===== config.mk =====
export PLATFORM = sky130hd
export DESIGN_NAME = sevenseg_driver
export DESIGN_NICKNAME = d
export VERILOG_FILES = /design/src/hdl/panel_pkg.sv /design/src/hdl/sevenseg_driver.sv
export SDC_FILE = /design/constraint.sdc
export NUM_CORES = 1
export LEC_CHECK = 0
export BUFFER_PORTS_ARGS = -buffer_cell sky130_fd_sc_hd__buf_2
export CAP_MARGIN = 20
export CORE_MARGIN = 2
export CORE_UTILIZATION = 35
export DETAILED_ROUTE_END_ITERATION = 10
export GPL_ROUTABILITY_DRIVEN = 0
export SLEW_MARGIN = 10
export SYNTH_ARGS = -nofsm -noshare
export SYNTH_HDL_FRONTEND = slang
export SYNTH_SLANG_ARGS = --single-unit

===== constraint.sdc =====
create_clock -name clk -period 5.9 [get_ports clk]
set_input_delay 0.295 -clock clk [delete_from_list [all_inputs] [get_ports clk]]
set_output_delay 0.295 -clock clk [all_outputs]
set_load 0.01 [all_outputs]

===== src/hdl/panel_pkg.sv =====
package panel_pkg;

    // Word and address map
    localparam int WORD_W      = 16;
    localparam int IMEM_ADDR_W = 14;     // 16K instruction words
    localparam int DMEM_ADDR_W = 15;     // 32K data words
    localparam int IO_SEL_BIT  = 15;     // Set means I/O on the data side

    typedef logic [WORD_W-1:0] word_t;

    localparam word_t IO_LED_ADDR = 16'h8000;
    localparam word_t IO_SW_ADDR  = 16'h8001;

    // Short timings so simulation stays quick
    localparam int DEBOUNCE_CYCLES = 16;
    localparam int LONG_CYCLES     = 256;
    localparam int SCAN_CYCLES     = 8;

    localparam int DB_CNT_W   = $clog2(DEBOUNCE_CYCLES);
    localparam int LONG_CNT_W = $clog2(LONG_CYCLES);
    localparam int SCAN_CNT_W = $clog2(SCAN_CYCLES);

    typedef enum logic {
        MODE_NORMAL,
        MODE_PANEL
    } panel_mode_t;

    typedef enum logic [2:0] {
        OP_IDLE,
        OP_READ_WAIT,
        OP_READ_WAIT2,    // IMEM only, covers its output register
        OP_READ_DONE,
        OP_WRITE,
        OP_WRITE_DONE
    } panel_op_t;

    // Panel access request, strobes are one cycle wide
    typedef struct packed {
        word_t addr;
        word_t wdata;
        logic  imem_we;
        logic  dmem_we;
        logic  io_wr;
    } mem_req_t;

    typedef struct packed {
        word_t      value;
        logic [3:0] dots;    // Dot 3 is leftmost
    } display_t;

endpackage


===== src/hdl/sevenseg_driver.sv =====
`timescale 1ns/1ps

module sevenseg_driver import panel_pkg::*; (
    input  logic       clk,
    input  logic       reset,
    input  display_t   disp,
    output logic [3:0] an,
    output logic [6:0] seg,
    output logic       dp
);

    logic [SCAN_CNT_W-1:0] scan_cnt;    // Dwell time per digit
    logic [1:0]            digit;       // 0 is rightmost
    logic [3:0]            nibble;

    assign nibble = disp.value[digit*4 +: 4];

    // Hex to segments, active low, seg[0] is a
    function automatic logic [6:0] hex_to_seg(input logic [3:0] h);
        case (h)
            4'h0: return 7'h40;
            4'h1: return 7'h79;
            4'h2: return 7'h24;
            4'h3: return 7'h30;
            4'h4: return 7'h19;
            4'h5: return 7'h12;
            4'h6: return 7'h02;
            4'h7: return 7'h78;
            4'h8: return 7'h00;
            4'h9: return 7'h10;
            4'hA: return 7'h08;
            4'hB: return 7'h03;
            4'hC: return 7'h46;
            4'hD: return 7'h21;
            4'hE: return 7'h06;
            default: return 7'h0E;
        endcase
    endfunction

    always_ff @(posedge clk) begin
        if (reset) begin
            scan_cnt <= '0;
            digit    <= 2'd0;
            an       <= 4'b1111;    // Blank during reset
            seg      <= 7'h7F;
            dp       <= 1'b1;
        end else begin
            if (scan_cnt == SCAN_CNT_W'(SCAN_CYCLES - 1)) begin
                scan_cnt <= '0;
                digit    <= digit + 1'b1;
            end else begin
                scan_cnt <= scan_cnt + 1'b1;
            end
            an  <= ~(4'b0001 << digit);    // One anode low
            seg <= hex_to_seg(nibble);
            dp  <= ~disp.dots[digit];
        end
    end

endmodule


==> results.txt <==
Status -> completed
Number of diodes -> 0
Post-Syn Nets -> 118
Combinational power share -> 17.4%
CP max FO -> 9
Layout cell share with drive strength beyond 1 -> 37.4%
Initial antenna violation count -> 0
IO Pins -> 34
Critical path data arrival time -> 2360 ps
Max-slew violation count -> 0
Cts hold-fix bufs -> 0
Max Cap Viol -> 0
CTS tree -> yes
Pre-antenna DRT Iters -> 1
Yosys cell types -> 27
Pleak -> 0.514 nW
DIE AREA -> 0.00307 sq mm
Wirelength per Cell -> 11.6 um
Synth-to-layout area growth -> 21.1%
Pint -> 0.000166 W
Post-CTS Setup Inserts -> 0
Minimum clock period -> 2220 ps
Mapped Area -> 925 sq um
1st-iter DRT viols -> 0
DR DRC count -> 0
Register area share after synthesis -> 36.8%
DRT antenna net count -> 0
Final Setup Violations -> 0
Worst Path Required -> 6040 ps
Final Non-Filler Cells -> 145
Vias in the first global route -> 627
CP endpoint kind -> register
Most frequent cells in the layout -> 33 x buf_2, 17 x dfxtp_1, 13 x ha_1
Seq pwr share -> 55.5%
First-pass GRT wire length -> 2940 um
Synthesized instance count -> 83
Placed insts -> 141
GRT Resource Usage Total -> 12.0%
Clock sink count -> 17
Fin nets -> 151
Synthesis Warnings -> 0
Post-DP HPWL -> 1380 um
Final Cycle Share -> 37.7%
Commonest non-fill, non-tap cell in the layout -> buf_2
Largest net degree at the start of global routing -> 14
Worst Tran Pin Value -> 416 ps
Core Rows -> 18
Clock power share -> 27.1%
Clock tree root driver cell -> clkbuf_4
Port bufs -> 33
Post-cts repair resize count -> 0
Unrepaired setup endpoints after global routing -> false
Vias per cell -> 4.83
Total CTS buffers -> 3
Max VDD drop -> 0.0973 mV
Power Total -> 0.000222 W
Clock Latency Late Sink -> 280 ps
Final Skew -> 8.01 ps
Hold Vio Cnt, Final -> 0
Finished Core Util -> 44.8%
#FFs+latches synth -> 17
Worst slew margin relative to its limit -> 72.3%
Via count -> 701
Core ar. -> 0.00250 sq mm
Switching pwr -> 0.0000559 W
Maximum clock path buffer count -> 2
Die width -> 55.4 um
Syn Area/Cell -> 11.1 sq um
Clock slew at reported path FFs -> 100 ps
Switching Fraction -> 25.2%
Worst Hold Class -> input port to register
Total grt overflow -> 0
Fmax achieved -> 450 MHz
H-tree depth -> 1
Setup CP Type -> register to register
Routed WL -> 1680 um
Chip height -> 55.4 um
Setup crit start kind -> register
Fin Setup TNS -> 0 ps
Starting Density -> 37.0%
Pwr dens -> 198 mW/mm^2
state kept, by name, indices dropped and copies added, names as in the netlist:
register and count:
seg 7, an 4, scan_cnt 3, digit 2
dp 1
stage by stage:
step	setup slack (ps)	instance area, sq um	hold WS, ps
floorplan	3940	925	366
global placement	3740	1090	416
detailed placement	3690	1090	420
CTS	3660	1120	252
global route	3520	1120	229
finish	3680	1120	256
area by class of cell:
cell class | count | area [sq um]
repair buffers | 33 | 165
inverters | 6 | 22.5
well taps | 30 | 37.5
clock buffers | 3 | 22.5
flip-flops and latches | 17 | 340
multi-input cells | 55 | 527
fillers | 249 | 1380
clock inverters | 1 | 5.00
power by group through the flow:
stage                     logic (W)  clock network, W  registers [W]
after floorplan           0.0000219                 0       0.000129
after global placement    0.0000383                 0       0.000126
after detailed placement  0.0000393                 0       0.000126
after CTS                 0.0000395         0.0000618       0.000123
after global routing      0.0000439         0.0000714       0.000124
final                     0.0000386         0.0000602       0.000123
worst max-delay path, stage by stage (launching register included):
cell	delay (ps)
dfxtp_1	590
mux4_1	740
ha_1	300
mux2_2	280
nand2_1	50
o311ai_0	120
synth_stat cells:
cell | count | area (sq um)
or2b_2 | 1 | 8.76
nand3_1 | 2 | 10.0
mux4_2 | 1 | 22.5
or2_2 | 1 | 6.26
buf_6 | 2 | 22.5
mux4_1 | 4 | 105
o21ai_0 | 1 | 5.00
mux2i_1 | 2 | 20.0
nor3b_1 | 2 | 15.0
nor3_1 | 1 | 5.00
xnor2_1 | 1 | 8.76
ha_1 | 13 | 163
dfxtp_1 | 17 | 340
o2111ai_1 | 1 | 8.76
clkbuf_1 | 2 | 7.51
inv_1 | 6 | 22.5
nor2_1 | 4 | 15.0
mux2_4 | 1 | 15.0
mux2_2 | 1 | 11.3
o211ai_1 | 2 | 15.0
o311ai_0 | 1 | 8.76
o2bb2ai_1 | 1 | 8.76
buf_2 | 1 | 5.00
nand2_1 | 10 | 37.5
o31a_2 | 1 | 10.0
a21oi_1 | 2 | 10.0
o221ai_1 | 2 | 17.5
layer usage:
metal | global-route usage (%) | vias to the layer above | wire length [um]
met5 | 0 | - | 0
met4 | 5.23 | 0 | 28
met3 | 2.81 | 2 | 127
met2 | 18.5 | 27 | 785
met1 | 15.9 | 312 | 741
li1 | - | 360 | -
cells by family after synthesis:
family,synth area share [%]
AND/OR/NAND/NOR,10.6
AO/OA/AOI/OAI,9.07
adder cells (fa/ha/maj),17.6
XOR/XNOR,0.947
multiplexers,18.8
buffers and inverters,6.22
flip-flops,36.8
final timing paths:
check / from / endpoint / slack (ps) / cells after the start
max: digit[0]$_SDFFE_PP0N_ / seg[6]$_SDFF_PP1_ / 3680 / 5
min reg2reg: scan_cnt[0]$_SDFF_PP0_ / scan_cnt[0]$_SDFF_PP0_ / 430 / 1
min: reset / digit[0]$_SDFFE_PP0N_ / 260 / 2
max reg2reg: digit[0]$_SDFFE_PP0N_ / seg[6]$_SDFF_PP1_ / 3680 / 5
No activity file was read; power rests on OpenSTA's default activity.
