File: src/hdl/panel_pkg.sv
package panel_pkg;

    // Word and address map
    localparam int WORD_W      = 16;
    localparam int IMEM_ADDR_W = 14;     // 16K instruction words
    localparam int DMEM_ADDR_W = 15;     // 32K data words
    localparam int IO_SEL_BIT  = 15;     // Set means I/O on the data side

    typedef logic [WORD_W-1:0] word_t;

    localparam word_t IO_LED_ADDR = 16'h8000;
    localparam word_t IO_SW_ADDR  = 16'h8001;

    // Short timings so simulation stays quick
    localparam int DEBOUNCE_CYCLES = 16;
    localparam int LONG_CYCLES     = 256;
    localparam int SCAN_CYCLES     = 8;

    localparam int DB_CNT_W   = $clog2(DEBOUNCE_CYCLES);
    localparam int LONG_CNT_W = $clog2(LONG_CYCLES);
    localparam int SCAN_CNT_W = $clog2(SCAN_CYCLES);

    typedef enum logic {
        MODE_NORMAL,
        MODE_PANEL
    } panel_mode_t;

    typedef enum logic [2:0] {
        OP_IDLE,
        OP_READ_WAIT,
        OP_READ_WAIT2,    // IMEM only, covers its output register
        OP_READ_DONE,
        OP_WRITE,
        OP_WRITE_DONE
    } panel_op_t;

    // Panel access request, strobes are one cycle wide
    typedef struct packed {
        word_t addr;
        word_t wdata;
        logic  imem_we;
        logic  dmem_we;
        logic  io_wr;
    } mem_req_t;

    typedef struct packed {
        word_t      value;
        logic [3:0] dots;    // Dot 3 is leftmost
    } display_t;

endpackage

File: src/hdl/front_panel.sv
`timescale 1ns/1ps

module front_panel import panel_pkg::*; (
    input  logic     clk,
    input  logic     reset,
    input  word_t    sw,
    input  logic     l_short,
    input  logic     l_long,
    input  logic     u_press,
    input  logic     d_press,
    input  word_t    imem_rdata,
    input  word_t    dmem_rdata,
    input  word_t    io_rdata,
    input  word_t    led_reg,
    output mem_req_t mem_req,
    output word_t    led,
    output display_t disp
);

    panel_mode_t mode;
    panel_op_t   op;
    logic        sel_imem;    // 1 selects IMEM, 0 selects DMEM and I/O
    word_t       addr;        // Panel address
    word_t       data;        // Last examined or deposited word
    logic        to_imem;
    logic        to_dmem;
    logic        to_io;
    word_t       src_rdata;

    // Target decode, IMEM wins when selected
    assign to_imem = sel_imem;
    assign to_dmem = !sel_imem && !addr[IO_SEL_BIT];
    assign to_io   = !sel_imem && addr[IO_SEL_BIT];

    always_comb begin
        if (to_imem) begin
            src_rdata = imem_rdata;
        end else if (to_dmem) begin
            src_rdata = dmem_rdata;
        end else begin
            src_rdata = io_rdata;
        end
    end

    always_ff @(posedge clk) begin
        if (reset) begin
            mode     <= MODE_NORMAL;
            sel_imem <= 1'b0;
            op       <= OP_IDLE;
            addr     <= '0;
            data     <= '0;
        end else begin
            // Mode control
            case (mode)
                MODE_NORMAL: begin
                    if (l_short) begin
                        mode     <= MODE_PANEL;
                        sel_imem <= 1'b0;           // Always start on DMEM
                    end
                end
                MODE_PANEL: begin
                    if (l_long) begin
                        mode <= MODE_NORMAL;
                    end
                end
            endcase

            // Examine/deposit sequencer
            case (op)
                OP_IDLE: begin
                    if (mode == MODE_PANEL) begin
                        if (u_press) begin
                            addr <= sw;             // Examine address from switches
                            op   <= OP_READ_WAIT;
                        end else if (d_press) begin
                            op <= OP_WRITE;
                        end else if (l_short) begin
                            sel_imem <= ~sel_imem;
                        end
                    end
                end
                OP_READ_WAIT: begin
                    op <= sel_imem ? OP_READ_WAIT2 : OP_READ_DONE;
                end
                OP_READ_WAIT2: op <= OP_READ_DONE;
                OP_READ_DONE: begin
                    data <= src_rdata;
                    op   <= OP_IDLE;
                end
                OP_WRITE: begin
                    data <= sw;                     // Echo the deposited word
                    op   <= OP_WRITE_DONE;
                end
                OP_WRITE_DONE: begin
                    addr <= addr + 1'b1;            // Auto advance for next deposit
                    op   <= OP_IDLE;
                end
                default: op <= OP_IDLE;
            endcase
        end
    end

    // Request bus, strobes only in the write state
    always_comb begin
        mem_req.addr    = addr;
        mem_req.wdata   = sw;
        mem_req.imem_we = (op == OP_WRITE) && to_imem;
        mem_req.dmem_we = (op == OP_WRITE) && to_dmem;
        mem_req.io_wr   = (op == OP_WRITE) && to_io;
    end

    always_comb begin
        if (mode == MODE_PANEL) begin
            led        = data;
            disp.value = addr;
            disp.dots  = {sel_imem, ~sel_imem, 2'b00};   // Selection dots
        end else begin
            led        = led_reg;
            disp.value = led_reg;
            disp.dots  = 4'b0000;
        end
    end

    a_one_strobe: assert property (@(posedge clk) disable iff (reset)
        $onehot0({mem_req.imem_we, mem_req.dmem_we, mem_req.io_wr}));

endmodule

File: config.mk
export PLATFORM = sky130hd
export DESIGN_NAME = front_panel
export DESIGN_NICKNAME = d
export VERILOG_FILES = /design/src/hdl/panel_pkg.sv /design/src/hdl/front_panel.sv
export SDC_FILE = /design/constraint.sdc
export NUM_CORES = 1
export LEC_CHECK = 0
export BUFFER_PORTS_ARGS = -buffer_cell sky130_fd_sc_hd__buf_2
export CORE_AREA = 4 4 112 114
export CTS_BUF_LIST = sky130_fd_sc_hd__clkbuf_8
export CTS_CLUSTER_DIAMETER = 60
export CTS_CLUSTER_SIZE = 10
export DETAILED_ROUTE_END_ITERATION = 10
export DIE_AREA = 0 0 116 118
export PLACE_DENSITY = 0.57
export SLEW_MARGIN = 25
export SYNTH_ARGS = -nofsm -noshare
export SYNTH_HDL_FRONTEND = slang
export SYNTH_SLANG_ARGS = --single-unit
File: constraint.sdc
create_clock -name clk -period 1.66 [get_ports clk]
set_input_delay 0.332 -clock clk [delete_from_list [all_inputs] [get_ports clk]]
set_output_delay 0.332 -clock clk [all_outputs]
set_load 0.01 [all_outputs]
==> metrics.cfg <==
[status]
outcome = completed

[grt]
use_met2_pct = 27.1
grt_busiest_layer = met2
use_met1_pct = 18.1
antenna_found_initial = 0
grt_max_degree = 37
grt_pass1_vias = 3232
grt-ovfl-total = 0
grt_pass1_wl_um = 16200
met3_usage_pct = 2.62
grtUsageTotal_pct = 14.9

[synthesis]
synth.area.top_cells = dfxtp_1, nand2_1, mux2i_1
synth_cells = 405
syn_area_per_cell_sq_um = 7.58
synth_area_leader_cell = dfxtp_1
synth_edf_count = 0
yosysWarnings = 0
synth_top_area_share_pct = 24.1
synth-seq-cells = 37
yosysSeqAreaShare_pct = 24.1
synthFlopType = dfxtp_1
async_flop_share_pct = 0
synth_area_sq_mm = 0.00307
synth_cell_types = 55

[power]
p_per_area_mw_per_mm2 = 712
leakage_nw = 1.86
pwr-share-clk_pct = 22.2
p_int_mw = 1.87
p_comb_share_pct = 39.8
p_seq_share_pct = 38.0
power_mw = 2.91
netSwitchingFraction_pct = 35.6
power.switching_mw = 1.03
ir_drop_v = 0.000287

[worst_setup_path]
max_stage_delay_ns = 0.35
worstRegToRegCells = 6
critPathSlowestCell = dfxtp_2
crit_cells = 3
crit_required_ns = 1.33
worstSetupPathType = reg2out
crit_family = simple AND/OR/NAND/NOR gates
critPathLaunch = op[1]$_SDFFE_PP0P_
crit_path_frequent_cell = nor3b_4
start_kind = flip-flop
worstPathBufferInverterCount = 1
reg2reg_from = op[1]$_SDFFE_PP0P_
cp_cell_sequence = nor3b_4 -> nor3b_4 -> buf_2
cp_max_fo = 5
worst_setup_path_end_kind = primary output
worst_ep_arrival_time_ns = 1.32
r2r_slack_ns = 0.15

[clock_network]
cts_sinks = 37
clockRootBuffer = clkbuf_8
cts_tree = yes
h-tree-depth = 2
cts_buffers = 5
insertion_delay_ns = 0.29
path_clk_slew_ns = 0.07
clock_path_buffers = 2

[route]
drc = 0
drt_first_pass_iters = 5
vias = 3356
wl_per_cell_um = 15.6
drt_wl_total_um = 10800
first_iter_violations = 127
drtAntennaViolNets = 0
via_per_inst = 4.88

[timing]
finalCritPeriodShare_pct = 99.3
clock_skew_ns = 0.0106
max_freq_ghz = 0.606
setup_violations = 0
slew_violations = 0
setup_slack_ns = 0.0112
hold_ws_ns = 0.210
layout_min_cycle_time_ns = 1.65
final_hold_viol_count = 0
fin_setup_tns_ns = 0
rsz0062_at_grt = yes

[cells_and_area]
fill_cells = 1235
instances_no_fill = 688
drive_gt1_share_pct = 39.8
num_antenna_cells = 0
nets = 632
areaGrowthSynthToFinish_pct = 33.0

[floorplanning]
die_h_um = 118
die_width_um = 116
start_util_pct = 26.9
dieArea_sq_mm = 0.0137
ios = 157
rows = 39
core_sq_mm = 0.0114

[worst_hold_path]
min_path_cells = 2
min-delay-start = l_long
hold_path.class = in2reg

[place]
portBuffers = 154
place_ws_ns = 0.147
place_inst = 676
gp_congestion = 0.847
hpwl_um = 8440

[job]
maxCapViolations = 0

-- state kept, by name, indices dropped and copies added (netlist names) --
signal,count
sel_imem,1
data,16
op,3
mode,1
addr,16
-- area by class of cell --
type | instances | area [sq um] | area share, %
sequential | 37 | 748 | 18.3
inverter | 8 | 30.0 | 0.735
clock buffer | 6 | 82.6 | 2.02
tap | 143 | 179 | 4.38
multi-input combinational | 311 | 1960 | 48.0
clock inverter | 1 | 3.75 | 0.0919
timing repair buffer | 182 | 1080 | 26.5
-- per-stage QoR --
step,instance area (sq um),util (%)
final,4080,35.8
after detailed placement,3900,34.1
after CTS,4020,35.2
after floorplan,3080,-
after global routing,4080,35.8
after global placement,3900,34.1
-- cells by family after synthesis --
kind of cell	after synthesis	synth area share, %
compound gates	89	20.7
xor+xnor	1	0.285
simple gates	185	30.6
other cells	1	0.122
buf+inv	58	13.0
flops	37	24.1
mux	33	10.8
fa+ha+maj	1	0.407
-- layer usage --
layer,vias up,wire [um]
met2,120,5690
met1,1558,4230
met4,0,112
li1,1669,-
met3,9,736
met5,-,0
-- cells in the mapped netlist (2+ instances only) --
cell,instances
a21o_1,3
buf_4,23
dfxtp_1,37
nand2_1,95
nand4_1,4
a21oi_1,16
and3_1,4
o31a_1,4
buf_6,9
nand4b_1,2
clkbuf_1,10
and3b_1,2
and2_1,5
o32ai_1,4
o21ai_0,24
nand2b_1,20
a211oi_1,15
mux2i_1,33
a31oi_1,3
nor3b_1,3
buf_2,6
nor2_1,23
a211oi_2,8
o21ai_1,2
and4_2,2
nand3_1,8
nor3_1,5
inv_1,8
-- final timing paths --
kind                          end
min               mode$_SDFF_PP0_
max                    mem_req[1]
min reg2reg  data[5]$_SDFFE_PP0P_
max reg2reg  data[3]$_SDFFE_PP0P_
-- power by group through the flow --
stage,sequential [mW],clock (mW),combinational [mW]
after global routing,1.12,0.707,1.29
after floorplan,1.11,0,0.726
after global placement,1.12,0,1.11
after detailed placement,1.12,0,1.13
after CTS,1.10,0.675,1.14
final,1.10,0.646,1.16
-- worst register-to-register path, stage by stage, from the launching register on --
cell	delay (ns)
dfxtp_2	0.35
nor3b_4	0.28
buf_6	0.15
o21bai_2	0.12
buf_12	0.21
nor2_1	0.07
a211oi_1	0.23
-- layout by cell type, fill, tap and decap left out, drive strengths merged, types with 4 or more instances in the layout --
| cell type | count |
|---|---|
| nand4 | 6 |
| and2 | 6 |
| dfxtp | 37 |
| o32ai | 4 |
| nand3 | 8 |
| clkbuf | 7 |
| nand2 | 96 |
| nand2b | 20 |
| a211oi | 23 |
| nor2 | 23 |
| o31a | 4 |
| nor3 | 5 |
| a21o | 4 |
| mux2i | 33 |
| and3 | 5 |
| inv | 9 |
| nor3b | 4 |
| o21ai | 26 |
| a21oi | 17 |
| buf | 181 |
-- repair_timing --
item,in CTS,in global routing
buffers inserted,2,2
hold endpoints to repair,0,0
hold buffers,0,0
endpoints found under the setup margin,24,15
cloned,0,1
pin swaps,0,1
gates resized for setup,4,5
No activity file was read; power rests on OpenSTA's default activity.
