[config.mk]
export PLATFORM = sky130hd
export DESIGN_NAME = io_regs
export DESIGN_NICKNAME = d
export VERILOG_FILES = /design/src/hdl/panel_pkg.sv /design/src/hdl/io_regs.sv
export SDC_FILE = /design/constraint.sdc
export NUM_CORES = 1
export LEC_CHECK = 0
export BUFFER_PORTS_ARGS = -buffer_cell sky130_fd_sc_hd__buf_2
export CORE_UTILIZATION = 38
export CTS_CLUSTER_SIZE = 28
export DETAILED_ROUTE_END_ITERATION = 6
export HOLD_SLACK_MARGIN = 0.03
export PLACE_DENSITY_LB_ADDON = 0.08
export SLEW_MARGIN = 20
export SYNTH_ARGS = -nofsm -noshare
export SYNTH_HDL_FRONTEND = slang
export SYNTH_SLANG_ARGS = --single-unit
[constraint.sdc]
create_clock -name clk -period 1.61 [get_ports clk]
set_input_delay 0.161 -clock clk [delete_from_list [all_inputs] [get_ports clk]]
set_output_delay 0.161 -clock clk [all_outputs]
set_load 0.1 [all_outputs]
[src/hdl/panel_pkg.sv]
package panel_pkg;

    // Word and address map
    localparam int WORD_W      = 16;
    localparam int IMEM_ADDR_W = 14;     // 16K instruction words
    localparam int DMEM_ADDR_W = 15;     // 32K data words
    localparam int IO_SEL_BIT  = 15;     // Set means I/O on the data side

    typedef logic [WORD_W-1:0] word_t;

    localparam word_t IO_LED_ADDR = 16'h8000;
    localparam word_t IO_SW_ADDR  = 16'h8001;

    // Short timings so simulation stays quick
    localparam int DEBOUNCE_CYCLES = 16;
    localparam int LONG_CYCLES     = 256;
    localparam int SCAN_CYCLES     = 8;

    localparam int DB_CNT_W   = $clog2(DEBOUNCE_CYCLES);
    localparam int LONG_CNT_W = $clog2(LONG_CYCLES);
    localparam int SCAN_CNT_W = $clog2(SCAN_CYCLES);

    typedef enum logic {
        MODE_NORMAL,
        MODE_PANEL
    } panel_mode_t;

    typedef enum logic [2:0] {
        OP_IDLE,
        OP_READ_WAIT,
        OP_READ_WAIT2,    // IMEM only, covers its output register
        OP_READ_DONE,
        OP_WRITE,
        OP_WRITE_DONE
    } panel_op_t;

    // Panel access request, strobes are one cycle wide
    typedef struct packed {
        word_t addr;
        word_t wdata;
        logic  imem_we;
        logic  dmem_we;
        logic  io_wr;
    } mem_req_t;

    typedef struct packed {
        word_t      value;
        logic [3:0] dots;    // Dot 3 is leftmost
    } display_t;

endpackage

[src/hdl/io_regs.sv]
`timescale 1ns/1ps

module io_regs import panel_pkg::*; (
    input  logic  clk,
    input  logic  reset,
    input  word_t addr,
    input  word_t wdata,
    input  logic  wr,
    input  word_t sw,
    output word_t rdata,
    output word_t led_reg
);

    // LED register write
    always_ff @(posedge clk) begin
        if (reset) begin
            led_reg <= '0;
        end else if (wr && addr == IO_LED_ADDR) begin
            led_reg <= wdata;
        end
    end

    // Readback follows the address, one cycle late
    always_ff @(posedge clk) begin
        case (addr)
            IO_LED_ADDR: rdata <= led_reg;
            IO_SW_ADDR:  rdata <= sw;      // Live switch value
            default:     rdata <= '0;      // Unmapped I/O reads zero
        endcase
    end

endmodule

==> results_dict.tcl, run 1 <==
set metrics [dict create \
    setup_viol 0 \
    die_y_um 58.1 \
    clkTransAtPathRegs_ns 0.10 \
    final_cells 247 \
    gp_congestion 0.733 \
    worst_skew_pair.late_latency_ns 0.33 \
    cp_max_fo 3 \
    hold_class "in2reg" \
    place_area_um2 1610 \
    first_pass_iters 4 \
    cts_setup_buffers 0 \
    area_growth_pct 46.6 \
    crit_arrival_ns 1.18 \
    fin_worst_skew_ns 0.00572 \
    regArea_um2 641 \
    layout-drive-gt1-share_pct 48.3 \
    ir_drop_uv 497 \
    synth_area_per_cell_um2 10.2 \
    grt_pass1_vias 1131 \
    wl_per_cell_um 12.6 \
    via_count 1230 \
    num_antenna_cells 0 \
    fill_cells 265 \
    ff2ff_path_depth 2 \
    dieArea_um2 3370 \
    drc_errors 0 \
    hpwlAfterDp_um 2310 \
    r2r_end "led_reg[13]" \
    hp-start "sw[13]" \
    multi_input_area_um2 473 \
    row_count 19 \
    first_iter_violations 35 \
    clk_path_buf_depth 2 \
    rsz0062_at_grt "false" \
    antenna_found_initial 0 \
    worst_slew_pin_slew_ns 0.490 \
    io_pins 83 \
    place_inst 234 \
    stdcell_area_um2 1750 \
    crit_buf_inv 1 \
    critPathSlowestCell "buf_2" \
    critical-path-top-delay-family "buffers and inverters" \
    h-tree-depth 2 \
    crit_path_end_kind "primary output" \
    leakagePower_nw 0.825 \
    grt_overflow_total 0 \
    r2r_setup_slack_ns 0.89 \
    layout.nets 255 \
    cts_tree "built" \
    slew_headroom_pct 67.3 \
    core_um2 2880 \
    ys_seq_area_share_pct 53.6 \
    hold_slack_ns 0.0411 \
    track_usage_pct 19.6 \
    grt_max_degree 18 \
    finalCriticalPeriod_ns 1.34 \
    ys_types 18 \
    max_freq_mhz 746 \
    numCtsBuffers 5 \
    hold_viol 0 \
    slew_viol_final 0 \
    path_cells "buf_2" \
    syn_nets 168 \
    cts_sinks 32 \
    worstPathRequired_ns 1.45 \
    status "completed" \
    ys_warn_count 0 \
    port_buffers 82 \
    critPathKind "reg2out" \
    tns_ns 0 \
    r2r_start "led_reg[13]" \
    cts_resized 0 \
    fin_crit_sh_pct 83.2 \
    hold_path_end "rdata[13]" \
    viasPerCell 4.98 \
    fp.dieW_um 58.1 \
    grt_first_pass_wirelength_um 4910 \
    worst_setup_path_start_kind "register" \
    cts_root_buf "clkbuf_4" \
    hold_depth 2 \
    power_per_cell_area_nw_per_um2 892 \
    syn_area_um2 1190 \
    start_util_pct 41.5 \
    drt-total-wl_um 3120 \
    cap_violations 0 \
    netlist_instances 117 \
    crit_path_max_incr_delay_ns 0.45 \
    postRouteAntennaNets 0 \
    cts_hold_buf 5 \
    p_total_w 0.00156 \
    synth-seq-cells 32 \
]
## placed cells by master (no fill, tap or decap), drive strengths merged
cell type	Yosys	final
and2	1	1
nor2	1	1
dlygate4sd3	0	5
buf	6	86
nor3b	1	1
a22o	16	16
bufinv	0	1
clkbuf	5	7
nor4	3	3
and4	1	1
dfxtp	32	32
o21ai	16	16
nand4	1	1
nand3	16	16
nor2b	1	1
a21oi	16	16
nand2b	1	1
## layout make-up
class / instances / area share, %
clock inverter: 1 / 1.71
sequential: 32 / 36.6
multi-input combinational: 74 / 27.0
tap: 42 / 3.00
clock buffer: 7 / 3.71
timing repair buffer: 91 / 28.0
## how the worst max path moves through the flow
stage | slack [ns] | endpoint | cells after the start | from
2_1_floorplan | 0.26 | led_reg[10] | 2 | led_reg[10]
3_3_place_gp | 0.19 | rdata[13] | 6 | addr[10]
3_5_place_dp | 0.14 | rdata[7] | 6 | addr[6]
4_1_cts | 0.26 | led_reg[10] | 1 | led_reg[10]
5_1_grt | 0.22 | led_reg[14] | 1 | led_reg[14]
6_report | 0.27 | led_reg[13] | 1 | led_reg[13]
## logic make-up (layout without fill, tap and decap cells)
logic type	count (synthesis)	after routing	share of synthesized area, %
and+or+nand+nor	26	26	14.5
buffers and inverters	11	99	6.81
AOI/OAI and AO/OA	48	48	25.1
DFF	32	32	53.6
## synthesized netlist by cell type
master	count	share of area, %
dfxtp_1	32	54
a21oi_1	16	6.7
a22o_1	16	12
nand3_1	16	6.7
o21ai_0	16	6.7
clkbuf_1	5	1.6
buf_6	3	2.8
nor4_2	3	3.1
and2_4	1	0.73
and4_1	1	0.73
buf_1	1	0.31
buf_12	1	1.7
buf_2	1	0.42
nand2b_1	1	0.52
nand4_1	1	0.52
nor2_4	1	0.94
nor2b_1	1	0.52
nor3b_1	1	0.63
## power by group
part	leakage, nW	internal, W	switching (W)	total, W
combinational	0.516	0.0000560	0.0000410	0.0000970
sequential	0.258	0.000791	0.00000000383	0.000791
clock	0.0515	0.000412	0.000263	0.000675
## through the flow
stage,utilization (%),setup WS (ns)
detailed placement,55.9,0.142
global route,60.9,0.223
finish,60.9,0.270
global placement,55.9,0.189
floorplan,-,0.261
CTS,60.9,0.264
## per-layer routing
metal | wire (um) | GRT usage [%] | vias up
li1 | - | - | 608
met5 | 0 | 0 | -
met2 | 1490 | 32.7 | 57
met1 | 1310 | 23.0 | 560
met4 | 42 | 6.80 | 0
met3 | 281 | 7.59 | 5
(Power assumes the default switching activity.)
==> run 2, diff against run 1 <==
--- a/config.mk
+++ b/config.mk
@@ -5,6 +5,7 @@
 export SDC_FILE = /design/constraint.sdc
 export NUM_CORES = 1
 export LEC_CHECK = 0
+export ABC_AREA = 1
 export BUFFER_PORTS_ARGS = -buffer_cell sky130_fd_sc_hd__buf_2
 export CORE_UTILIZATION = 38
 export CTS_CLUSTER_SIZE = 28
==> constraint.sdc (replaced) <==
create_clock -name clk -period 1.4 [get_ports clk]
set_input_delay 0.14 -clock clk [delete_from_list [all_inputs] [get_ports clk]]
set_output_delay 0.14 -clock clk [all_outputs]
set_load 0.1 [all_outputs]
==> run 2 against run 1 <==
Sequential share of layout area is 4.3 points lower. Core utilization down 3.7 points. Non-clock buffer count decreased by 5. First-iteration DRC count rose to 3.1 times the previous value.
==> results_dict.tcl, run 2 <==
set metrics [dict create \
    cts_resized 0 \
    hold_viol 0 \
    synth_common_cells "inv_1 (50), nand2_1 (35), dfxtp_1 (32)" \
    postRouteAntennaNets 0 \
    fin_worst_skew_ns 0.00304 \
    grt_overflow_total 0 \
    track_usage_pct 16.8 \
    final_cell_mix "buf_2 (82), inv_1 (50), nand2_1 (35)" \
    drc_errors 0 \
    worstPathRequired_ns 1.26 \
    fill_cells 373 \
    worst_skew_pair.late_latency_ns 0.28 \
    num_antenna_cells 0 \
    grt_max_degree 24 \
    seqPwrFrac_pct 52.2 \
    leakagePower_nw 1.10 \
    max_freq_mhz 843 \
    place_inst 327 \
    gp_congestion 0.778 \
    layout.nets 339 \
    cts_tree "built" \
    crit_arrival_ns 1.05 \
    critPathSlowestCell "buf_2" \
    async_flop_share_pct 0 \
    netSwitchingPower_w 0.000380 \
    worst_setup_path_start_kind "register" \
    first_pass_iters 4 \
    cp_max_fo 2 \
    synth-seq-cells 32 \
    worst_slew_pin_slew_ns 0.517 \
    hpwlAfterDp_um 2510 \
    critPathKind "reg2out" \
    finish.utilization_pct 57.2 \
    synth_flop_cell "dfxtp_1" \
    p_sw_share_pct 21.8 \
    slew_headroom_pct 65.5 \
    die_y_um 63.4 \
    io_pins 83 \
    dieArea_um2 4020 \
    crit_path_end_kind "primary output" \
    clk_path_buf_depth 2 \
    synth_area_leader_cell "dfxtp_1" \
    syn_area_um2 1430 \
    viasPerCell 4.35 \
    status "completed" \
    rsz0062_at_grt "false" \
    layout-drive-gt1-share_pct 34.3 \
    start_util_pct 41.3 \
    first_iter_violations 110 \
    ys_seq_area_share_pct 44.8 \
    final_cells 335 \
    clkTransAtPathRegs_ns 0.06 \
    row_count 21 \
    grt_pass1_vias 1199 \
    fp.dieW_um 63.4 \
    hold_class "in2reg" \
    numCtsBuffers 5 \
    netlist_instances 205 \
    layout_commonest_cell "buf_2" \
    cts_sinks 32 \
    ir_drop_uv 324 \
    drt-total-wl_um 3240 \
    crit_path_max_incr_delay_ns 0.43 \
    pwr-share-clk_pct 41.1 \
    via_count 1457 \
    synth.top_cell.area_share_pct 44.8 \
    ys_warn_count 0 \
    wl_per_cell_um 9.67 \
    crit_buf_inv 1 \
    synth_area_per_cell_um2 6.98 \
    cts_setup_buffers 0 \
    syn_nets 256 \
    critical-path-top-delay-family "buffers and inverters" \
    antenna_found_initial 0 \
    grt_first_pass_wirelength_um 5250 \
    ys_types 18 \
    synth.most_common_cell "inv_1" \
    power_per_cell_area_nw_per_um2 879 \
    setup_viol 0 \
    cts_root_buf "clkbuf_8" \
    h-tree-depth 2 \
    core_um2 3470 \
    pwr-share-comb_pct 6.7 \
    fin_crit_sh_pct 84.7 \
    finalCriticalPeriod_ns 1.19 \
    synth_edf_count 0 \
    area_growth_pct 38.5 \
    cap_violations 0 \
    cts_hold_buf 0 \
    p_int_w 0.00136 \
    port_buffers 82 \
    path_cells "buf_2" \
    slew_viol_final 0 \
    synthTopCellsByArea "dfxtp_1 (45%), inv_1 (13%), nand2_1 (9.2%)" \
]
==> run 2: cell types whose count changed after synthesis, sizes merged, moves of 2 or more <==
cell | before | now
a22o | 16 | 0
a21oi | 16 | 0
clkbuf | 5 | 3
nor2 | 1 | 26
nand3 | 16 | 18
nor4 | 3 | 0
nand2 | 0 | 36
inv | 0 | 50
nand4 | 1 | 16
==> run 2: final cells by class <==
class	instances	area [um^2]	share of cell area [%]
inverter	50	188	9.46
tap	46	57.6	2.90
timing repair buffer	86	453	22.8
clock buffer	6	82.6	4.16
multi-input combinational	113	552	27.8
sequential	32	641	32.3
clock inverter	2	10.0	0.505
==> run 2: power by group through the flow <==
stage               Clock [W]  Combinational, W  Sequential (W)
global placement            0          0.000117        0.000931
floorplan                   0         0.0000440        0.000931
CTS                  0.000734          0.000118        0.000910
global route         0.000777          0.000132        0.000909
detailed placement          0          0.000117        0.000931
finish               0.000717          0.000117        0.000910
==> run 2: worst min-delay path, stage by stage <==
cell     delay, ns
buf_2         0.07
nand3_1       0.06
o21ai_0       0.06
==> run 2: routing by layer <==
metal | vias up | GRT usage (%) | wire [um]
met3 | 6 | 5.07 | 316
li1 | 794 | - | -
met5 | - | 0 | 0
met4 | 0 | 6.82 | 53
met2 | 73 | 23.7 | 1280
met1 | 584 | 23.5 | 1590
==> run 2: cell families (layout without fill, tap and decap cells) <==
family / Yosys count / count (layout) / share of synthesized area [%]
buf+inv: 60 / 144 / 16.7
compound gates: 16 / 16 / 5.59
flops: 32 / 32 / 44.8
simple gates: 97 / 97 / 33.0
==> run 2: through the flow <==
step / power [W] / cell area [um^2] / setup WS (ns) / hold slack [ns] / setup TNS [ns]
2_1_floorplan: 0.000975 / 1430 / 0.0804 / 0.282 / 0
3_3_place_gp: 0.00105 / 1890 / 0.0675 / 0.372 / 0
3_5_place_dp: 0.00105 / 1890 / -0.0159 / 0.376 / -0.0159
4_1_cts: 0.00176 / 1980 / 0.190 / 0.0848 / 0
5_1_grt: 0.00182 / 1980 / 0.0468 / 0.0863 / 0
6_report: 0.00174 / 1980 / 0.214 / 0.0899 / 0
==> run 2: final timing paths <==
path                                  start    endpoint  slack, ns  cells after the start
worst max-delay path             led_reg[8]  led_reg[8]       0.21                      1
worst min register to register  led_reg[11]   rdata[11]       0.48                      2
worst min-delay path                  sw[1]    rdata[1]       0.09                      3
worst max register to register   led_reg[2]  led_reg[2]       0.74                      4
