## src/hdl/panel_pkg.sv

```systemverilog
package panel_pkg;

    // Word and address map
    localparam int WORD_W      = 16;
    localparam int IMEM_ADDR_W = 14;     // 16K instruction words
    localparam int DMEM_ADDR_W = 15;     // 32K data words
    localparam int IO_SEL_BIT  = 15;     // Set means I/O on the data side

    typedef logic [WORD_W-1:0] word_t;

    localparam word_t IO_LED_ADDR = 16'h8000;
    localparam word_t IO_SW_ADDR  = 16'h8001;

    // Short timings so simulation stays quick
    localparam int DEBOUNCE_CYCLES = 16;
    localparam int LONG_CYCLES     = 256;
    localparam int SCAN_CYCLES     = 8;

    localparam int DB_CNT_W   = $clog2(DEBOUNCE_CYCLES);
    localparam int LONG_CNT_W = $clog2(LONG_CYCLES);
    localparam int SCAN_CNT_W = $clog2(SCAN_CYCLES);

    typedef enum logic {
        MODE_NORMAL,
        MODE_PANEL
    } panel_mode_t;

    typedef enum logic [2:0] {
        OP_IDLE,
        OP_READ_WAIT,
        OP_READ_WAIT2,    // IMEM only, covers its output register
        OP_READ_DONE,
        OP_WRITE,
        OP_WRITE_DONE
    } panel_op_t;

    // Panel access request, strobes are one cycle wide
    typedef struct packed {
        word_t addr;
        word_t wdata;
        logic  imem_we;
        logic  dmem_we;
        logic  io_wr;
    } mem_req_t;

    typedef struct packed {
        word_t      value;
        logic [3:0] dots;    // Dot 3 is leftmost
    } display_t;

endpackage

```

## src/hdl/button_debouncer.sv

```systemverilog
`timescale 1ns/1ps

module button_debouncer import panel_pkg::*; (
    input  logic clk,
    input  logic reset,
    input  logic btn,
    output logic press_pulse,
    output logic short_pulse,
    output logic long_pulse
);

    logic                  sync0;
    logic                  sync1;       // Synchronized button level
    logic                  state;       // Accepted (debounced) level
    logic [DB_CNT_W-1:0]   db_cnt;      // Cycles the new level has been stable
    logic [LONG_CNT_W-1:0] hold_cnt;    // Cycles held since press accepted
    logic                  long_done;   // Long gesture already reported
    logic                  long_hit;

    // Hold reaches the long threshold this cycle
    assign long_hit = state && !long_done && (hold_cnt == LONG_CNT_W'(LONG_CYCLES - 1));

    always_ff @(posedge clk) begin
        if (reset) begin
            sync0       <= 1'b0;
            sync1       <= 1'b0;
            state       <= 1'b0;
            db_cnt      <= '0;
            hold_cnt    <= '0;
            long_done   <= 1'b0;
            press_pulse <= 1'b0;
            short_pulse <= 1'b0;
            long_pulse  <= 1'b0;
        end else begin
            sync0       <= btn;
            sync1       <= sync0;
            press_pulse <= 1'b0;
            short_pulse <= 1'b0;
            long_pulse  <= 1'b0;

            if (sync1 == state) begin
                db_cnt <= '0;                       // Bounce back, start over
            end else if (db_cnt == DB_CNT_W'(DEBOUNCE_CYCLES - 1)) begin
                db_cnt <= '0;
                state  <= sync1;                    // Change accepted
                if (sync1) begin
                    press_pulse <= 1'b1;
                    hold_cnt    <= '0;
                    long_done   <= 1'b0;
                end else if (!long_done && !long_hit) begin
                    short_pulse <= 1'b1;            // Released before long threshold
                end
            end else begin
                db_cnt <= db_cnt + 1'b1;
            end

            // Hold timer, runs once per press
            if (long_hit) begin
                long_pulse <= 1'b1;
                long_done  <= 1'b1;
            end else if (state && !long_done) begin
                hold_cnt <= hold_cnt + 1'b1;
            end
        end
    end

    // One gesture per press
    a_gesture_excl: assert property (@(posedge clk) disable iff (reset)
        !(short_pulse && long_pulse));

endmodule

```

## config.mk

```make
export PLATFORM = sky130hd
export DESIGN_NAME = button_debouncer
export DESIGN_NICKNAME = d
export VERILOG_FILES = /design/src/hdl/panel_pkg.sv /design/src/hdl/button_debouncer.sv
export SDC_FILE = /design/constraint.sdc
export NUM_CORES = 1
export LEC_CHECK = 0
export ABC_AREA = 1
export BUFFER_PORTS_ARGS = -buffer_cell sky130_fd_sc_hd__buf_2
export CORE_UTILIZATION = 40
export DETAILED_ROUTE_END_ITERATION = 10
export MAX_ROUTING_LAYER = met4
export PLACE_DENSITY = 0.55
export SLEW_MARGIN = 40
export SYNTH_ARGS = -nofsm -noshare
export SYNTH_HDL_FRONTEND = slang
export SYNTH_SLANG_ARGS = --single-unit
```

## constraint.sdc

```tcl
create_clock -name clk -period 1.5 [get_ports clk]
set_input_delay 0 -clock clk [delete_from_list [all_inputs] [get_ports clk]]
set_output_delay 0 -clock clk [all_outputs]
set_load 0.01 [all_outputs]
```

==> out/qor.csv, run 1 <==
metric,value,unit
fmax,744.0,MHz
average cell area after synthesis,7.052,um^2
portion of total power attributed to combinational logic,0.024,
Vias/cell,4.740,
H-tree Lvls,1,
min-delay worst type,in2reg,
fraction of final layout cells with drive strength greater than 1,0.1418,
Mapped Cells,132,
grt ovf,0,
final setup violation count,0,
hold path start,reset,
number of buffers between clock root and the deepest sink,2,
critical path data arrival time,1.54,ns
crit path capture type,register,
Port Buffer Count,5,
total power density per cell area,755.9,nW/um^2
number of cells on the worst hold path,2,
FILL cells,246,
Fin Clk Skew,0.002064,ns
CTS Buf Count,3,
DRC violations left,0,
"Net count, final",148,
Inst Count DP,164,
DRT antenna net count,0,
drt wl/cell,9.811,um
number of cells on the worst reg-to-reg path,8,
Synth warnings,0,
"IR drop worst, VDD",0.4082,mV
starting utilization of the core area,0.4208,
total detailed-routing wirelength,1658,um
pin count of the biggest net entering global routing,14,
LEAKAGE,0.4320,nW
die extent in y,50.24,um
max-cap viol count,0,
DPL Wire Length,1234,um
worst reg2reg path endpoint,hold_cnt[0]$_SDFF_PP0_,
classification of the worst setup path,reg2reg,
initial antenna violation count,0,
Unique masters post-synth,22,
type of origin of the critical path,register,
RSZ-0062 raised after global routing,no,
clock network fraction of design power,0.323,
Total Die Area,2524,um^2
max-slew violations,0,
slew at the pin closest to its max-slew limit,0.2443,ns
number of design-rule violations left by the first detailed-router iteration,10,
"Hold Vio Cnt, Final",0,
root buf cell,sky130_fd_sc_hd__clkbuf_4,
launching point of the worst reg2reg path,sync1$_SDFF_PP0_,
status,finished clean,
internal power contribution,0.6173,mW
post-route minimum period,1.344,ns
area of the core,2212,um^2
"Seq/Total Area, Yosys",0.4086,
wire length of the first global-routing pass,2994,um
net switching component of the power,0.1620,mW
worst reg2reg setup slack,0.16,ns
relative max-transition margin,0.8368,
mapped cell area,930.9,um^2
I/O pin count,6,
required time at the worst-slack endpoint,1.70,ns
Layout area overhead,10.75,%
insertion delay of the later-clocked pin in the worst-skew pair,0.29,ns
via total after detailed routing,801,
net count after synthesis,138,
horizontal die dimension,50.24,um
number of placement rows,17,
switching power as a share of total power,0.2079,
TritonCTS clock tree,built,
placer congestion estimate,0.8094,
total negative slack for setup checks,0,ns
total number of clock tree sinks,19,
endpoint of the worst hold-timing path,long_pulse$_SDFF_PP0_,
Flop pwr share,0.654,
final worst-path cycle share,0.8961,
"CTS clk-pin slew, worst paths",0.10,ns
Critical Path Fanout Max,10,
Total Routing Usage GR,0.1646,
Diodes inserted,0,
final cell count without fillers,169,
detailed-router iteration count before antenna repair,4,
post-synthesis register bit count,19,
vias in the first global route,738,
-- cell usage in the layout, fill, tap and decap left out, types with 2 or more instances in the layout --
cell | Yosys | routed
sky130_fd_sc_hd__clkbuf_4 | 0 | 3
sky130_fd_sc_hd__dfxtp_1 | 19 | 19
sky130_fd_sc_hd__nand2_4 | 2 | 2
sky130_fd_sc_hd__nand2_2 | 3 | 3
sky130_fd_sc_hd__nand2_1 | 33 | 33
sky130_fd_sc_hd__nor2_1 | 27 | 27
sky130_fd_sc_hd__nand3_1 | 10 | 10
sky130_fd_sc_hd__inv_1 | 15 | 15
sky130_fd_sc_hd__buf_2 | 0 | 5
sky130_fd_sc_hd__nor2_4 | 3 | 3
sky130_fd_sc_hd__a21oi_1 | 5 | 5
sky130_fd_sc_hd__ha_1 | 3 | 3
-- power by group through the flow --
stage,clock network [mW],logic [mW],registers (mW)
final,0.251,0.0184,0.510
after global routing,0.289,0.0214,0.510
after CTS,0.271,0.0184,0.509
after detailed placement,0,0.0164,0.521
after global placement,0,0.0163,0.521
after floorplan,0,0.0105,0.521
-- timing repair --
action,in CTS,in global routing
setup buffers,0,0
gates resized for setup,0,1
endpoints found under the hold margin,1,0
endpoints found under the setup margin,0,3
hold buffers,1,0
-- routing by layer --
layer / vias to the layer above / wire, um / global-route usage
met4: 0 / 22 / 0.07143
met5: - / 0 / -
met3: 4 / 26 / 0.03636
li1: 430 / - / -
met1: 361 / 827 / 0.1981
met2: 6 / 782 / 0.2622
-- state kept, by name, indices dropped and copies added, names as in the netlist --
name         count
sync0            1
sync1            1
db_cnt           4
short_pulse      1
long_done        1
long_pulse       1
state            1
hold_cnt         8
press_pulse      1
-- synthesized netlist by cell type --
cell / instances / share of area
sky130_fd_sc_hd__nor3b_1: 1 / 0.0081
sky130_fd_sc_hd__nand3_1: 10 / 0.054
sky130_fd_sc_hd__o21ai_0: 1 / 0.0054
sky130_fd_sc_hd__a21oi_1: 5 / 0.027
sky130_fd_sc_hd__nand2_1: 33 / 0.13
sky130_fd_sc_hd__o21bai_1: 1 / 0.0081
sky130_fd_sc_hd__nor2_1: 27 / 0.11
sky130_fd_sc_hd__inv_2: 1 / 0.0040
sky130_fd_sc_hd__nand2_4: 2 / 0.024
sky130_fd_sc_hd__inv_1: 15 / 0.060
sky130_fd_sc_hd__nor2_2: 1 / 0.0067
sky130_fd_sc_hd__nand2_2: 3 / 0.020
sky130_fd_sc_hd__clkbuf_1: 1 / 0.0040
sky130_fd_sc_hd__dfxtp_1: 19 / 0.41
sky130_fd_sc_hd__nand3b_2: 1 / 0.012
sky130_fd_sc_hd__nand3b_1: 1 / 0.0081
sky130_fd_sc_hd__nand3_2: 1 / 0.011
sky130_fd_sc_hd__ha_1: 3 / 0.040
sky130_fd_sc_hd__nor3_1: 1 / 0.0054
sky130_fd_sc_hd__o21a_1: 1 / 0.0081
sky130_fd_sc_hd__nand4_1: 1 / 0.0067
sky130_fd_sc_hd__nor2_4: 3 / 0.036
-- worst max path at each step --
stage	startpoint	end	slack [ns]	cells past startpoint
2_1_floorplan	sync1$_SDFF_PP0_	hold_cnt[1]$_SDFF_PP0_	0.29	8
3_3_place_gp	sync1$_SDFF_PP0_	hold_cnt[0]$_SDFF_PP0_	0.13	8
3_5_place_dp	sync1$_SDFF_PP0_	hold_cnt[0]$_SDFF_PP0_	0.12	8
4_1_cts	sync1$_SDFF_PP0_	hold_cnt[0]$_SDFF_PP0_	0.10	8
5_1_grt	sync1$_SDFF_PP0_	db_cnt[2]$_SDFF_PP0_	0.02	5
6_report	sync1$_SDFF_PP0_	hold_cnt[0]$_SDFF_PP0_	0.16	8
-- critical path, cell delays in order (launching register included) --
cell	delay (ns)
sky130_fd_sc_hd__dfxtp_1	0.39
sky130_fd_sc_hd__inv_1	0.06
sky130_fd_sc_hd__ha_1	0.30
sky130_fd_sc_hd__inv_1	0.11
sky130_fd_sc_hd__nand3_4	0.16
sky130_fd_sc_hd__inv_1	0.10
sky130_fd_sc_hd__nand2_2	0.06
sky130_fd_sc_hd__nand2_1	0.05
sky130_fd_sc_hd__nor2_1	0.03
-- layout make-up --
class / instances / area (um^2) / area share
clock buffer: 4 / 26.28 / 0.02549
timing repair buffer: 6 / 35.03 / 0.03398
tap: 28 / 35.03 / 0.03398
inverter: 16 / 60.06 / 0.05825
sequential: 19 / 380.4 / 0.3689
multi-input combinational: 96 / 494.2 / 0.4794
-- stage by stage --
step / worst slack [ns] / total power [mW] / instance area, um^2 / hold WS, ns / utilization
after CTS: 0.1011 / 0.7985 / 1023 / 0.02834 / 0.4627
after global placement: 0.1264 / 0.5373 / 987.2 / 0.2040 / 0.4463
after global routing: 0.01986 / 0.8211 / 1031 / 0.05168 / 0.4661
after detailed placement: 0.1203 / 0.5373 / 987.2 / 0.2106 / 0.4463
after floorplan: 0.2935 / 0.5310 / 930.9 / 0.1070 / -
final: 0.1559 / 0.7793 / 1031 / 0.03438 / 0.4661
-- logic make-up (layout without fill, tap and decap cells) --
kind of cell	count (synthesis)	in the layout	synth area share
simple gates	85	85	0.4342
flops	19	19	0.4086
buf+inv	17	26	0.06854
compound gates	8	8	0.04838
fa+ha+maj	3	3	0.04033
Power figures use the tool's default switching activity.
==> inputs of run 2 (changes only) <==
Settings changed: CORE_ASPECT_RATIO set to 1.1, HOLD_SLACK_MARGIN set to 0.15.
==> run 2 against run 1 <==
Net effect:
- sequential power barely moved
- sequential share of layout area fell by 0.44 points
- via count rose by 1.4%
- flip-flop and latch count did not move
- wire length rose by 1.1%
- power rose by 0.91%
- clock skew barely moved
- final cell count rose by 1.2%
==> out/qor.csv, run 2 (synthesized netlist as in run 1, its figures left out) <==
metric,value,unit,change
detailed-router iteration count before antenna repair,4,,unchanged
final design instance area without fill,1044,um^2,was 1031 um^2
Vias/cell,4.749,,was 4.740
post-route minimum period,1.383,ns,was 1.344 ns
share of the core filled with cells in the final layout,0.4955,,was 0.4661
Total Die Area,2524,um^2,about the same
drt wl/cell,9.807,um,was 9.811 um
type of origin of the critical path,register,,unchanged
"Hold Vio Cnt, Final",0,,unchanged
area of the core,2106,um^2,was 2212 um^2
Met3 Wirelength,57,um,was 26 um
LEAKAGE,0.4417,nW,was 0.4320 nW
number of cells on the worst hold path,2,,unchanged
max reg flops,8,,unchanged
switching power as a share of total power,0.2105,,was 0.2079
"most common cell after layout, fill and taps aside",sky130_fd_sc_hd__nand2_1,,unchanged
wire length on met2,819,um,was 782 um
endpoint of the worst hold-timing path,sync1$_SDFF_PP0_,,was long_pulse$_SDFF_PP0_
insertion delay of the later-clocked pin in the worst-skew pair,0.29,ns,about the same
crit path capture type,register,,unchanged
top layer used by detailed routing,met4,,unchanged
power after layout,0.7864,mW,was 0.7793 mW
RSZ-0062 raised after global routing,no,,unchanged
TritonCTS clock tree,built,,unchanged
total number of clock tree sinks,19,,unchanged
horizontal die dimension,48.00,um,was 50.24 um
Critical Path Fanout Max,10,,unchanged
net switching component of the power,0.1655,mW,was 0.1620 mW
initial antenna violation count,0,,unchanged
Flop pwr share,0.648,,was 0.654
DPL Wire Length,1234,um,about the same
required time at the worst-slack endpoint,1.70,ns,about the same
pin count of the biggest net entering global routing,14,,unchanged
portion of total power attributed to combinational logic,0.029,,was 0.024
number of placement rows,17,,unchanged
relative max-transition margin,0.8325,,was 0.8368
DRT antenna net count,0,,unchanged
"Net count, final",150,,was 148
"commonest cells after routing, fill and taps aside","sky130_fd_sc_hd__nand2_1 (33), sky130_fd_sc_hd__nor2_1 (27), sky130_fd_sc_hd__dfxtp_1 (19), sky130_fd_sc_hd__inv_1 (15), sky130_fd_sc_hd__nand3_1 (10)",,unchanged
internal power contribution,0.6208,mW,was 0.6173 mW
status,finished clean,,unchanged
critical path data arrival time,1.59,ns,was 1.54 ns
slew at the pin closest to its max-slew limit,0.2512,ns,was 0.2443 ns
vias in the first global route,758,,was 738
Port Buffer Count,5,,unchanged
Post-Place Worst Slack,0.1159,ns,was 0.1203 ns
DRC violations left,0,,unchanged
clock network fraction of design power,0.323,,about the same
Regs by FF count,"hold_cnt: 8 flops, db_cnt: 4 flops",,unchanged
Post-DP Area,987.2,um^2,unchanged
classification of the worst setup path,reg2reg,,unchanged
root buf cell,sky130_fd_sc_hd__clkbuf_4,,unchanged
grt ovf,0,,unchanged
Fin Clk Skew,0.002111,ns,was 0.002064 ns
starting utilization of the core area,0.4421,,was 0.4208
die extent in y,52.60,um,was 50.24 um
CTS Buf Count,3,,unchanged
max-slew violations,0,,unchanged
worst reg2reg path endpoint,hold_cnt[0]$_SDFF_PP0_,,unchanged
max-cap viol count,0,,unchanged
via total after detailed routing,812,,was 801
number of design-rule violations left by the first detailed-router iteration,19,,was 10
I/O pin count,6,,unchanged
total power density per cell area,753.6,nW/um^2,was 755.9 nW/um^2
post-route met1 wirelength,766,um,was 827 um
worst reg2reg setup slack,0.12,ns,was 0.16 ns
Diodes inserted,0,,unchanged
Total Routing Usage GR,0.1756,,was 0.1646
number of cells on the worst reg-to-reg path,8,,unchanged
Layout area overhead,12.10,%,was 10.75%
hold path start,sync0$_SDFF_PP0_,,was reset
register with the most flip-flops,hold_cnt,,unchanged
launching point of the worst reg2reg path,sync1$_SDFF_PP0_,,unchanged
min-delay worst type,reg2reg,,was in2reg
"CTS clk-pin slew, worst paths",0.10,ns,about the same
number of buffers between clock root and the deepest sink,2,,unchanged
total negative slack for setup checks,0,ns,unchanged
wire length of the first global-routing pass,2973,um,was 2994 um
final worst-path cycle share,0.9222,,was 0.8961
fraction of final layout cells with drive strength greater than 1,0.1399,,was 0.1418
total detailed-routing wirelength,1677,um,was 1658 um
final setup violation count,0,,unchanged
"crit path setup slack, layout",0.1167,ns,was 0.1559 ns
placer congestion estimate,0.7983,,was 0.8094
H-tree Lvls,1,,unchanged
fmax,722.9,MHz,was 744.0 MHz
"IR drop worst, VDD",0.7118,mV,was 0.4082 mV
==> run 2: changes by cell type in the layout (fill, tap and decap cells not counted), sizes merged <==
cell and change:
dlygate4sd3 +2
==> run 2: what timing repair did <==
item                      4_1_cts  5_1_grt
gates resized for setup         0        0
hold endpoints to repair       11        0
buffers inserted                0        0
hold buffers                    3        0
==> run 2: layer usage <==
layer	GRT usage	up-vias
li1	-	434
met1	0.2009	362
met5	-	-
met2	0.2815	11
met3	0.04138	5
met4	0.08333	0
==> run 2: critical path, stage by stage (launching register included) <==
cell and delay [ns]:
sky130_fd_sc_hd__dfxtp_1 0.36, sky130_fd_sc_hd__inv_1 0.05, sky130_fd_sc_hd__ha_1 0.30, sky130_fd_sc_hd__inv_1 0.09
sky130_fd_sc_hd__nand3_2 0.21, sky130_fd_sc_hd__inv_1 0.13, sky130_fd_sc_hd__nand2_2 0.06, sky130_fd_sc_hd__nand2_1 0.06
sky130_fd_sc_hd__nor2_1 0.04
==> run 2: worst max path at each step <==
| stage | from | endpoint | slack (ns) | cells after the start |
|---|---|---|---|---|
| floorplan | sync1$_SDFF_PP0_ | hold_cnt[1]$_SDFF_PP0_ | 0.29 | 8 |
| global placement | sync1$_SDFF_PP0_ | hold_cnt[0]$_SDFF_PP0_ | 0.11 | 8 |
| detailed placement | sync1$_SDFF_PP0_ | hold_cnt[0]$_SDFF_PP0_ | 0.12 | 8 |
| CTS | sync1$_SDFF_PP0_ | hold_cnt[0]$_SDFF_PP0_ | 0.1 | 8 |
| global route | sync1$_SDFF_PP0_ | hold_cnt[6]$_SDFF_PP0_ | 0.02 | 8 |
| finish | sync1$_SDFF_PP0_ | hold_cnt[0]$_SDFF_PP0_ | 0.12 | 8 |
==> run 2: layout make-up <==
cell class | count | area [um^2]
repair buffers | 8 | 55.05
flip-flops and latches | 19 | 380.4
multi-input cells | 96 | 486.7
clock buffers | 4 | 26.28
well taps | 28 | 35.03
fillers | 219 | 1062
inverters | 16 | 60.06
==> run 2: power groups by stage <==
stage | sequential [mW] | clock [mW] | combinational (mW)
2_1_floorplan | 0.521 | 0 | 0.0105
3_3_place_gp | 0.521 | 0 | 0.0168
3_5_place_dp | 0.521 | 0 | 0.0168
4_1_cts | 0.510 | 0.269 | 0.0226
5_1_grt | 0.510 | 0.291 | 0.0253
6_report | 0.510 | 0.254 | 0.0226
==> run 2: per-stage QoR <==
step / std cells / hold slack (ns)
detailed placement: 164 / 0.2191
global route: 171 / 0.4363
global placement: 164 / 0.2068
finish: 171 / 0.4201
CTS: 171 / 0.4251
floorplan: 132 / 0.1070
